## config.mk

```make
export PLATFORM = sky130hd
export DESIGN_NAME = cpuCore
export DESIGN_NICKNAME = d
export VERILOG_FILES = /design/src/design/mipsPkg.sv /design/src/design/cpuCore.sv /design/src/design/decodeStage.sv /design/src/design/executeStage.sv /design/src/design/fetchStage.sv /design/src/design/hazardUnit.sv /design/src/design/memoryStage.sv /design/src/design/regFile.sv
export SDC_FILE = /design/constraint.sdc
export NUM_CORES = 2
export LEC_CHECK = 0
export BUFFER_PORTS_ARGS = -buffer_cell sky130_fd_sc_hd__buf_2
export CAP_MARGIN = 20
export CORE_UTILIZATION = 52
export CTS_BUF_LIST = sky130_fd_sc_hd__clkbuf_4 sky130_fd_sc_hd__clkbuf_8
export CTS_CLUSTER_DIAMETER = 30
export CTS_CLUSTER_SIZE = 20
export DETAILED_ROUTE_END_ITERATION = 10
export PLACE_DENSITY = 0.69
export SYNTH_ARGS = -nofsm -noshare
export SYNTH_HDL_FRONTEND = slang
export SYNTH_SLANG_ARGS = --single-unit
```

## constraint.sdc

```tcl
create_clock -name clk -period 12.7 [get_ports clk]
set_input_delay 1.905 -clock clk [delete_from_list [all_inputs] [get_ports clk]]
set_output_delay 1.905 -clock clk [all_outputs]
set_load 0.05 [all_outputs]
```

## src/design/mipsPkg.sv

```systemverilog
package mipsPkg;

    localparam int dataWidth = 32;
    localparam int regCount  = 32;

    typedef logic [dataWidth-1:0] word_t;
    typedef logic [$clog2(regCount)-1:0] regAddr_t;

    // primary opcode in instr[31:26]
    typedef enum logic [5:0] {
        opSpecial = 6'h00, opBeq  = 6'h04, opBne = 6'h05,
        opAddiu   = 6'h09, opAndi = 6'h0c, opOri = 6'h0d, opLui = 6'h0f,
        opLb      = 6'h20, opLw   = 6'h23, opLbu = 6'h24,
        opSb      = 6'h28, opSw   = 6'h2b
    } opcode_t;

    // special-function field in instr[5:0]
    typedef enum logic [5:0] {
        fnAddu = 6'h21, fnSubu = 6'h23, fnAnd  = 6'h24, fnOr = 6'h25,
        fnXor  = 6'h26, fnSlt  = 6'h2a, fnSltu = 6'h2b
    } funct_t;

    typedef enum logic [2:0] {
        aluAdd, aluSub, aluAnd, aluOr, aluXor, aluSlt, aluSltu, aluLui
    } aluOp_t;

    typedef enum logic [2:0] {
        memNone, memLw, memLb, memLbu, memSw, memSb
    } memOp_t;

    // operand source seen by execute
    typedef enum logic [1:0] {
        fwdReg, fwdMem, fwdWb
    } fwdSel_t;

endpackage

```

## src/design/cpuCore.sv

```systemverilog
module cpuCore #(
    parameter mipsPkg::word_t resetPc = 32'hbfc0_0000
) (
    input  logic              clk, rst,
    output mipsPkg::word_t    instAddr,
    input  mipsPkg::word_t    instData,
    output logic              dataEn,
    output logic [3:0]        dataWen,
    output mipsPkg::word_t    dataAddr, dataWdata,
    input  mipsPkg::word_t    dataRdata,
    input  logic              dataStall,
    output mipsPkg::word_t    debugWbPc,
    output logic              debugWbRfWen,
    output mipsPkg::regAddr_t debugWbRfWnum,
    output mipsPkg::word_t    debugWbRfWdata
);
    import mipsPkg::*;

    // fetch / decode
    word_t    pcD, instrD;
    regAddr_t rsD, rtD;
    word_t    rdataA, rdataB;
    // decode / execute
    word_t    pcE, rsValE, rtValE, immE;
    regAddr_t rsE, rtE, rdE;
    aluOp_t   aluOpE;
    memOp_t   memOpE;
    logic     aluImmSelE, regDstE, regWriteEnE, isBranchE, branchNeE;
    logic     branchTaken;
    word_t    branchTarget;
    regAddr_t destE;
    // execute / memory
    word_t    pcM, aluOutM, storeDataM, memFwd;
    regAddr_t destM;
    logic     regWriteEnM;
    memOp_t   memOpM;
    // write-back
    word_t    pcW, resultW;
    regAddr_t destW;
    logic     regWriteEnW;
    logic     wbWen;
    // hazard
    logic     stallF, stallD, flushE, holdAll;
    fwdSel_t  fwdA, fwdB;

    // W holds through a memory stall, so count it only once
    assign wbWen          = regWriteEnW && !dataStall;
    assign debugWbPc      = pcW;
    assign debugWbRfWen   = wbWen;
    assign debugWbRfWnum  = destW;
    assign debugWbRfWdata = resultW;

    fetchStage #(.resetPc(resetPc)) fetch0 (
        .*,
        .stall(stallF),
        .hold (holdAll)
    );

    decodeStage decode0 (
        .*,
        .stall(stallD),
        .flush(flushE)
    );

    regFile regFile0 (
        .clk,
        .raddrA(rsD),
        .raddrB(rtD),
        .waddr (destW),
        .wen   (wbWen),
        .wdata (resultW),
        .rdataA,
        .rdataB
    );

    executeStage execute0 (
        .*,
        .hold (holdAll),
        .wbFwd(resultW)
    );

    memoryStage memory0 (
        .*,
        .hold(holdAll)
    );

    hazardUnit hazard0 (.*);

endmodule

```

## src/design/decodeStage.sv

```systemverilog
module decodeStage (
    input  logic              clk, rst,
    input  logic              stall, flush,
    input  mipsPkg::word_t    pcD, instrD,
    output mipsPkg::regAddr_t rsD, rtD,
    input  mipsPkg::word_t    rdataA, rdataB,
    output mipsPkg::word_t    pcE,
    output mipsPkg::regAddr_t rsE, rtE,
    output mipsPkg::word_t    rsValE, rtValE, immE,
    output mipsPkg::aluOp_t   aluOpE,
    output mipsPkg::memOp_t   memOpE,
    output logic              aluImmSelE, regDstE, regWriteEnE, isBranchE, branchNeE,
    output mipsPkg::regAddr_t rdE
);
    import mipsPkg::*;

    opcode_t  op;
    funct_t   funct;
    regAddr_t rdD;
    word_t    immD;
    aluOp_t   aluOp;
    memOp_t   memOp;
    logic     validFn;
    logic     regDst;
    logic     regWriteEn;
    logic     isBranch;
    logic     zeroExt;

    assign op    = opcode_t'(instrD[31:26]);
    assign funct = funct_t'(instrD[5:0]);
    assign rsD   = instrD[25:21];
    assign rtD   = instrD[20:16];
    assign rdD   = instrD[15:11];

    always_comb begin
        aluOp   = aluAdd;
        memOp   = memNone;
        validFn = 1'b1;
        case (op)
            opAndi: aluOp = aluAnd;
            opOri:  aluOp = aluOr;
            opLui:  aluOp = aluLui;
            opLw:   memOp = memLw;
            opLb:   memOp = memLb;
            opLbu:  memOp = memLbu;
            opSw:   memOp = memSw;
            opSb:   memOp = memSb;
            opSpecial: begin
                case (funct)
                    fnAddu:  aluOp = aluAdd;
                    fnSubu:  aluOp = aluSub;
                    fnAnd:   aluOp = aluAnd;
                    fnOr:    aluOp = aluOr;
                    fnXor:   aluOp = aluXor;
                    fnSlt:   aluOp = aluSlt;
                    fnSltu:  aluOp = aluSltu;
                    default: validFn = 1'b0;   // incl. sll $0
                endcase
            end
            default: ;
        endcase
    end

    // unknown opcodes match none of these and fall out as no-ops
    assign regDst     = (op == opSpecial);
    assign isBranch   = op inside {opBeq, opBne};
    assign zeroExt    = op inside {opAndi, opOri, opLui};
    assign regWriteEn = (regDst && validFn)
                      || op inside {opAddiu, opAndi, opOri, opLui, opLw, opLb, opLbu};
    assign immD = zeroExt ? {16'b0, instrD[15:0]} : {{16{instrD[15]}}, instrD[15:0]};

    always_ff @(posedge clk) begin
        if (rst || flush) begin
            regWriteEnE <= 1'b0;
            memOpE      <= memNone;
            isBranchE   <= 1'b0;
        end else if (!stall) begin
            regWriteEnE <= regWriteEn;
            memOpE      <= memOp;
            isBranchE   <= isBranch;
        end
        if (!stall) begin
            pcE        <= pcD;
            rsE        <= rsD;
            rtE        <= rtD;
            rdE        <= rdD;
            rsValE     <= rdataA;
            rtValE     <= rdataB;
            immE       <= immD;
            aluOpE     <= aluOp;
            aluImmSelE <= !regDst;
            regDstE    <= regDst;
            branchNeE  <= (op == opBne);
        end
    end

endmodule

```

## src/design/executeStage.sv

```systemverilog
module executeStage (
    input  logic              clk, rst,
    input  logic              hold,
    input  mipsPkg::word_t    pcE,
    input  mipsPkg::regAddr_t rtE,
    input  mipsPkg::word_t    rsValE, rtValE, immE,
    input  mipsPkg::aluOp_t   aluOpE,
    input  mipsPkg::memOp_t   memOpE,
    input  logic              aluImmSelE, regDstE, regWriteEnE, isBranchE, branchNeE,
    input  mipsPkg::regAddr_t rdE,
    input  mipsPkg::fwdSel_t  fwdA, fwdB,
    input  mipsPkg::word_t    memFwd, wbFwd,
    output logic              branchTaken,
    output mipsPkg::word_t    branchTarget,
    output mipsPkg::regAddr_t destE,
    output mipsPkg::word_t    pcM, aluOutM, storeDataM,
    output mipsPkg::regAddr_t destM,
    output logic              regWriteEnM,
    output mipsPkg::memOp_t   memOpM
);
    import mipsPkg::*;

    word_t srcA;
    word_t rtFwd;
    word_t srcB;
    word_t aluOut;

    function automatic word_t pickFwd(fwdSel_t sel, word_t regVal, word_t memVal,
                                      word_t wbVal);
        case (sel)
            fwdMem:  return memVal;
            fwdWb:   return wbVal;
            default: return regVal;
        endcase
    endfunction

    assign srcA  = pickFwd(fwdA, rsValE, memFwd, wbFwd);
    assign rtFwd = pickFwd(fwdB, rtValE, memFwd, wbFwd);   // also the store data
    assign srcB  = aluImmSelE ? immE : rtFwd;

    always_comb begin
        case (aluOpE)
            aluAdd:  aluOut = srcA + srcB;
            aluSub:  aluOut = srcA - srcB;
            aluAnd:  aluOut = srcA & srcB;
            aluOr:   aluOut = srcA | srcB;
            aluXor:  aluOut = srcA ^ srcB;
            aluSlt:  aluOut = {31'b0, $signed(srcA) < $signed(srcB)};
            aluSltu: aluOut = {31'b0, srcA < srcB};
            aluLui:  aluOut = {srcB[15:0], 16'b0};
            default: aluOut = '0;
        endcase
    end

    // offset counts from the delay slot
    assign branchTaken  = isBranchE && ((srcA == rtFwd) != branchNeE);
    assign branchTarget = pcE + 32'd4 + {immE[29:0], 2'b00};
    assign destE        = regDstE ? rdE : rtE;

    always_ff @(posedge clk) begin
        if (rst) begin
            regWriteEnM <= 1'b0;
            memOpM      <= memNone;
        end else if (!hold) begin
            regWriteEnM <= regWriteEnE;
            memOpM      <= memOpE;
        end
        if (!hold) begin
            pcM        <= pcE;
            aluOutM    <= aluOut;
            storeDataM <= rtFwd;
            destM      <= destE;
        end
    end

endmodule

```

## src/design/fetchStage.sv

```systemverilog
module fetchStage #(
    parameter mipsPkg::word_t resetPc = 32'hbfc0_0000
) (
    input  logic           clk, rst,
    input  logic           stall, hold,
    input  logic           branchTaken,
    input  mipsPkg::word_t branchTarget,
    output mipsPkg::word_t instAddr,
    input  mipsPkg::word_t instData,
    output mipsPkg::word_t pcD, instrD
);
    import mipsPkg::*;

    word_t pc;
    word_t pcNext;
    logic  advance;

    assign instAddr = pc;
    assign pcNext   = branchTaken ? branchTarget : pc + 32'd4;
    assign advance  = !hold && !stall;   // load-use never coincides with a taken branch

    always_ff @(posedge clk) begin
        if (rst) begin
            pc     <= resetPc;
            instrD <= '0;
        end else if (advance) begin
            pc     <= pcNext;
            pcD    <= pc;
            // word behind the delay slot turns into sll $0
            instrD <= branchTaken ? '0 : instData;
        end
    end

    // a taken branch leaves no load in execute to stall on
    assert property (@(posedge clk) disable iff (rst) branchTaken |-> !stall);

endmodule

```

## src/design/hazardUnit.sv

```systemverilog
module hazardUnit (
    input  mipsPkg::regAddr_t rsD, rtD, rsE, rtE,
    input  mipsPkg::regAddr_t destE, destM, destW,
    input  logic              regWriteEnE, regWriteEnM, regWriteEnW,
    input  mipsPkg::memOp_t   memOpE, memOpM,
    input  logic              dataStall,
    output logic              stallF, stallD, flushE, holdAll,
    output mipsPkg::fwdSel_t  fwdA, fwdB
);
    import mipsPkg::*;

    logic loadUse;

    function automatic logic isLoad(memOp_t op);
        return op inside {memLw, memLb, memLbu};
    endfunction

    // newest producer wins
    function automatic fwdSel_t pickSrc(regAddr_t src);
        if (src == '0) begin
            return fwdReg;
        end
        if (regWriteEnM && !isLoad(memOpM) && destM == src) begin
            return fwdMem;
        end
        if (regWriteEnW && destW == src) begin
            return fwdWb;
        end
        return fwdReg;
    endfunction

    assign loadUse = regWriteEnE && isLoad(memOpE) && destE != '0
                   && (destE == rsD || destE == rtD);

    assign holdAll = dataStall;
    assign stallF  = loadUse;
    assign stallD  = loadUse || dataStall;
    assign flushE  = loadUse && !dataStall;   // bubble waits until memory lets go

    always_comb begin
        fwdA = pickSrc(rsE);
        fwdB = pickSrc(rtE);
    end

endmodule

```

## src/design/memoryStage.sv

```systemverilog
module memoryStage (
    input  logic              clk, rst,
    input  logic              hold,
    input  mipsPkg::word_t    pcM, aluOutM, storeDataM,
    input  mipsPkg::regAddr_t destM,
    input  logic              regWriteEnM,
    input  mipsPkg::memOp_t   memOpM,
    output logic              dataEn,
    output logic [3:0]        dataWen,
    output mipsPkg::word_t    dataAddr, dataWdata,
    input  mipsPkg::word_t    dataRdata,
    output mipsPkg::word_t    memFwd,
    output mipsPkg::word_t    pcW, resultW,
    output mipsPkg::regAddr_t destW,
    output logic              regWriteEnW
);
    import mipsPkg::*;

    logic [7:0] loadByte;
    word_t      resultM;

    assign dataEn    = (memOpM != memNone);
    assign dataAddr  = aluOutM;
    assign dataWdata = (memOpM == memSb) ? {4{storeDataM[7:0]}} : storeDataM;

    always_comb begin
        case (memOpM)
            memSw:   dataWen = 4'b1111;
            memSb:   dataWen = 4'b0001 << aluOutM[1:0];   // little-endian lanes
            default: dataWen = 4'b0000;
        endcase
    end

    assign loadByte = dataRdata[{aluOutM[1:0], 3'b000} +: 8];

    always_comb begin
        case (memOpM)
            memLw:   resultM = dataRdata;
            memLb:   resultM = {{24{loadByte[7]}}, loadByte};
            memLbu:  resultM = {24'b0, loadByte};
            default: resultM = aluOutM;
        endcase
    end

    // alu result only, load data reaches execute from write-back
    assign memFwd = aluOutM;

    always_ff @(posedge clk) begin
        if (rst) begin
            regWriteEnW <= 1'b0;
        end else if (!hold) begin
            regWriteEnW <= regWriteEnM;
        end
        if (!hold) begin
            pcW     <= pcM;
            resultW <= resultM;
            destW   <= destM;
        end
    end

    // word accesses ignore the low address bits
    assert property (@(posedge clk) disable iff (rst)
        memOpM inside {memLw, memSw} |-> aluOutM[1:0] == 2'b00);

endmodule

```

## src/design/regFile.sv

```systemverilog
module regFile (
    input  logic              clk,
    input  mipsPkg::regAddr_t raddrA, raddrB, waddr,
    input  logic              wen,
    input  mipsPkg::word_t    wdata,
    output mipsPkg::word_t    rdataA, rdataB
);
    import mipsPkg::*;

    word_t regs [regCount];

    function automatic word_t readPort(regAddr_t addr);
        if (addr == '0) begin
            return '0;
        end
        if (wen && waddr == addr) begin
            return wdata;   // write-back in flight
        end
        return regs[addr];
    endfunction

    always_comb begin
        rdataA = readPort(raddrA);
        rdataB = readPort(raddrB);
    end

    always_ff @(posedge clk) begin
        if (wen && waddr != '0) begin
            regs[waddr] <= wdata;
        end
    end

endmodule

```

==> run_results.csv <==
group,metric,value,unit
synth,synth_edf_count,1355,
synth,avgSynthCellArea,15.6,um^2
placement,portBuffers,237,
sta,finClkSkew,0.0659,ns
clocking,post_cts.repair.setup_buffers,0,
worst_hold_path,min_to,"memory0.pcW[27]",
critical_path,reg2reg_to,"execute0.aluOutM[27]",
route,drt_iter0_drc,7058,
power_and_ir_drop,leakage,27.8,nW
placement,gp_congestion,0.993,
critical_path,critPathRequiredTime,13.41,ns
clocking,cts_root_buf,"clkbuf_8",
power_and_ir_drop,p_comb_frac,0.139,
route,vias,47900,
layout,instances_no_fill,7112,
critical_path,startpoint_type,"flip-flop",
power_and_ir_drop,switching_share,0.278,
power_and_ir_drop,seqPwrFrac,0.430,
placement,place_area,0.0761,mm^2
synth,ys_warn_count,0,
clocking,cts_tree,"built",
critical_path,reg2reg_from,"execute0.memOpM[2]",
critical_path,end_kind,"flip-flop",
die,dieHeight,376,um
layout,syn_to_final_growth,14.4,%
route,routed_via_density,6.74,
route,routedWlPerCell,31.8,um
sta,slew_violations,0,
power_and_ir_drop,p_total,12.9,mW
layout,drive_gt1_frac,0.310,
critical_path,cp_max_fo,35,
critical_path,ff2ff_setup_slack,5.77,ns
clocking,clk_pin_slew,0.07,ns
layout,seq_area,0.0424,mm^2
die,die-area,0.141,mm^2
critical_path,ff2ff_path_depth,17,
layout,design_area,0.0830,mm^2
layout,nFillCells,10300,
die,die_x,376,um
sta,worst_slew_pin_slew,1.14,ns
sta,slew_headroom,0.240,
grt,first_global_vias,46700,
sta,fmax,144,MHz
die,fp.coreArea,0.138,mm^2
sta,fin_ws,5.77,ns
grt,grt_start_max_net_pins,118,
sta,hold_ws,0.389,ns
worst_hold_path,worstHoldPathCells,0,
synth,synth_area,0.0726,mm^2
critical_path,cp.arrival,7.64,ns
synth,synth.area.top_cells,"edfxtp_1, mux4_2, ha_1, dfxtp_1, nor2_1",
route,routed_wl,226000,um
worst_hold_path,min_path_type,"reg -> reg",
clocking,cts_hold_buf,0,
layout,fin_nets,5244,
synth,synthDistinctLibCells,80,
clocking,cts_max_path_buffers,4,
flow_run,cap_violations,0,
sta,rsz0062_at_grt,"no",
synth,ys_seq_elements,1439,
grt,grt_use_total,0.321,
power_and_ir_drop,ir_worst_vdd,0.000109,V
synth,synthMostInstantiatedCell,"edfxtp_1",
grt,overflow,0,
route,first_pass_iters,9,
power_and_ir_drop,p_int,9.35,mW
worst_hold_path,holdCritStartpoint,"execute0.pcM[27]",
route,ant_nets,0,
placement,place_ws,6.06,ns
grt,grt_antenna_before_repair,10,
sta,fin_setup_tns,0,ns
power_and_ir_drop,power_density,156,mW/mm^2
clocking,cts_made_buffers,315,
synth,synthTopCellsByCount,"edfxtp_1, mux4_2, nor2_1",
sta,hold_viol_final,0,
synth,seq_area_frac_synth,0.584,
grt,grt_pass1_wl,325000,um
layout,fin_util,0.601,
clocking,htree_levels,5,
layout,multi_input_area,0.0287,mm^2
clocking,clk_latency,1.00,ns
die,rows,136,
status,outcome,"finished clean",
clocking,cts_sinks,1439,
synth,async_reset_ff_frac,0,
die,start_util,0.526,
clocking,cts_resized,0,
power_and_ir_drop,p_clk_frac,0.431,
sta,fin_crit,6.93,ns
critical_path,critPathKind,"reg -> reg",
route,drc_errors,0,
placement,placedCellCount,6562,
sta,setup_viol,0,
synth,synth_top_area_share,0.561,
synth,synth_top_area_cell,"edfxtp_1",
sta,fin_crit_sh,0.546,
placement,hpwl,139000,um
die,pin_count,238,
synth,synth_cells,4642,
power_and_ir_drop,switchingPower,3.59,mW
synth,synthFlopType,"edfxtp_1",
[sequential cells by signal (all words and copies together) (netlist names), 12 cells and up, named ones only]
signal               count
regFile0.regs         1024
execute0.pcM            32
execute0.aluOutM        32
memory0.pcW             32
execute0.storeDataM     32
decode0.immE            12
fetch0.instrD           32
fetch0.instAddr         32
memory0.resultW         32
decode0.rtValE          32
decode0.rsValE          32
decode0.pcE             32
fetch0.pcD              32
[power groups by stage]
stage	clock (mW)	sequential, mW	combinational, mW
after floorplan	0	5.75	1.04
after global placement	0	5.66	1.75
after detailed placement	0	5.66	1.76
after CTS	5.64	5.56	1.76
after global routing	5.86	5.57	1.90
final	5.57	5.57	1.80
[worst max-delay path: stages, from the launching register on]
cell	delay, ns
dfxtp_1	0.37
clkinv_1	0.26
nand2_1	0.14
buf_4	0.32
nand3_1	0.18
nor4_1	0.34
nor2b_1	0.26
ha_2	0.80
a221oi_1	0.29
o31ai_1	0.75
inv_1	0.15
ha_1	0.64
a211oi_1	0.24
nor3_1	0.65
o21bai_1	0.29
a31o_2	0.33
a221o_1	0.29
a221o_1	0.32
[logic make-up (layout without fill, tap and decap cells)]
| group | after synthesis | in the layout | share of synthesized area |
|---|---|---|---|
| flip-flops | 1439 | 1439 | 0.584 |
| buffers and inverters | 479 | 1050 | 0.0264 |
| AO/OA/AOI/OAI | 842 | 842 | 0.0782 |
| multiplexers | 751 | 751 | 0.216 |
| XOR/XNOR | 70 | 70 | 0.00845 |
| AND/OR/NAND/NOR | 899 | 899 | 0.0597 |
| adder cells (fa/ha/maj) | 161 | 161 | 0.0279 |
| other | 1 | 37 | 0.0000517 |
[cell type report]
type                            instances  area share
Antenna cell                            5    0.000151
Clock buffer                          349      0.0557
Clock inverter                        196      0.0272
Inverter                              152     0.00703
Multi-Input combinational cell       2755       0.346
Sequential cell                      1439       0.511
Tap cell                             1863      0.0281
Timing Repair Buffer                  353      0.0252
[worst max-delay path by stage]
stage                       start              endpoint  cells past startpoint  slack, ns
5_1_grt        execute0.memOpM[2]  execute0.aluOutM[27]                     20       5.40
3_3_place_gp   execute0.memOpM[2]  execute0.aluOutM[27]                     21       6.26
2_1_floorplan           dataStall             flip-flop                      8       5.40
3_5_place_dp   execute0.memOpM[2]  execute0.aluOutM[27]                     20       6.06
6_report       execute0.memOpM[2]  execute0.aluOutM[27]                     17       5.77
4_1_cts        execute0.memOpM[2]  execute0.aluOutM[27]                     20       6.00
[metal layers]
metal,GRT usage,vias to the layer above,share of wire
met3,0.0763,629,0.12
met4,0.173,10,0.058
met5,0,-,0.00028
li1,-,19700,-
met2,0.492,3276,0.46
met1,0.427,24300,0.36
[placed cells by master (no fill, tap or decap), drive strengths merged, types with 16 or more instances in the layout]
cell / netlist / final
edfxtp: 1355 / 1355
mux4: 648 / 648
buf: 113 / 353
clkbuf: 214 / 349
nor2: 304 / 304
a21oi: 210 / 210
nand2: 204 / 204
inv: 150 / 183
ha: 160 / 160
o21ai: 146 / 146
a211oi: 106 / 106
mux2i: 87 / 87
clkinv: 2 / 87
dfxtp: 84 / 84
nand3: 79 / 79
nor2b: 55 / 55
a221oi: 51 / 51
nand2b: 46 / 46
xnor2: 44 / 44
bufinv: 0 / 40
clkinvlp: 0 / 38
a21o: 37 / 37
nor3: 37 / 37
o22ai: 35 / 35
o211ai: 34 / 34
conb: 1 / 32
a221o: 30 / 30
and2: 29 / 29
xor2: 26 / 26
a31oi: 26 / 26
o21bai: 23 / 23
a22oi: 23 / 23
or2: 19 / 19
nand4: 19 / 19
or4: 18 / 18
nor4: 18 / 18
o21a: 17 / 17
or3: 16 / 16
mux2: 16 / 16
(Power assumes the default switching activity.)
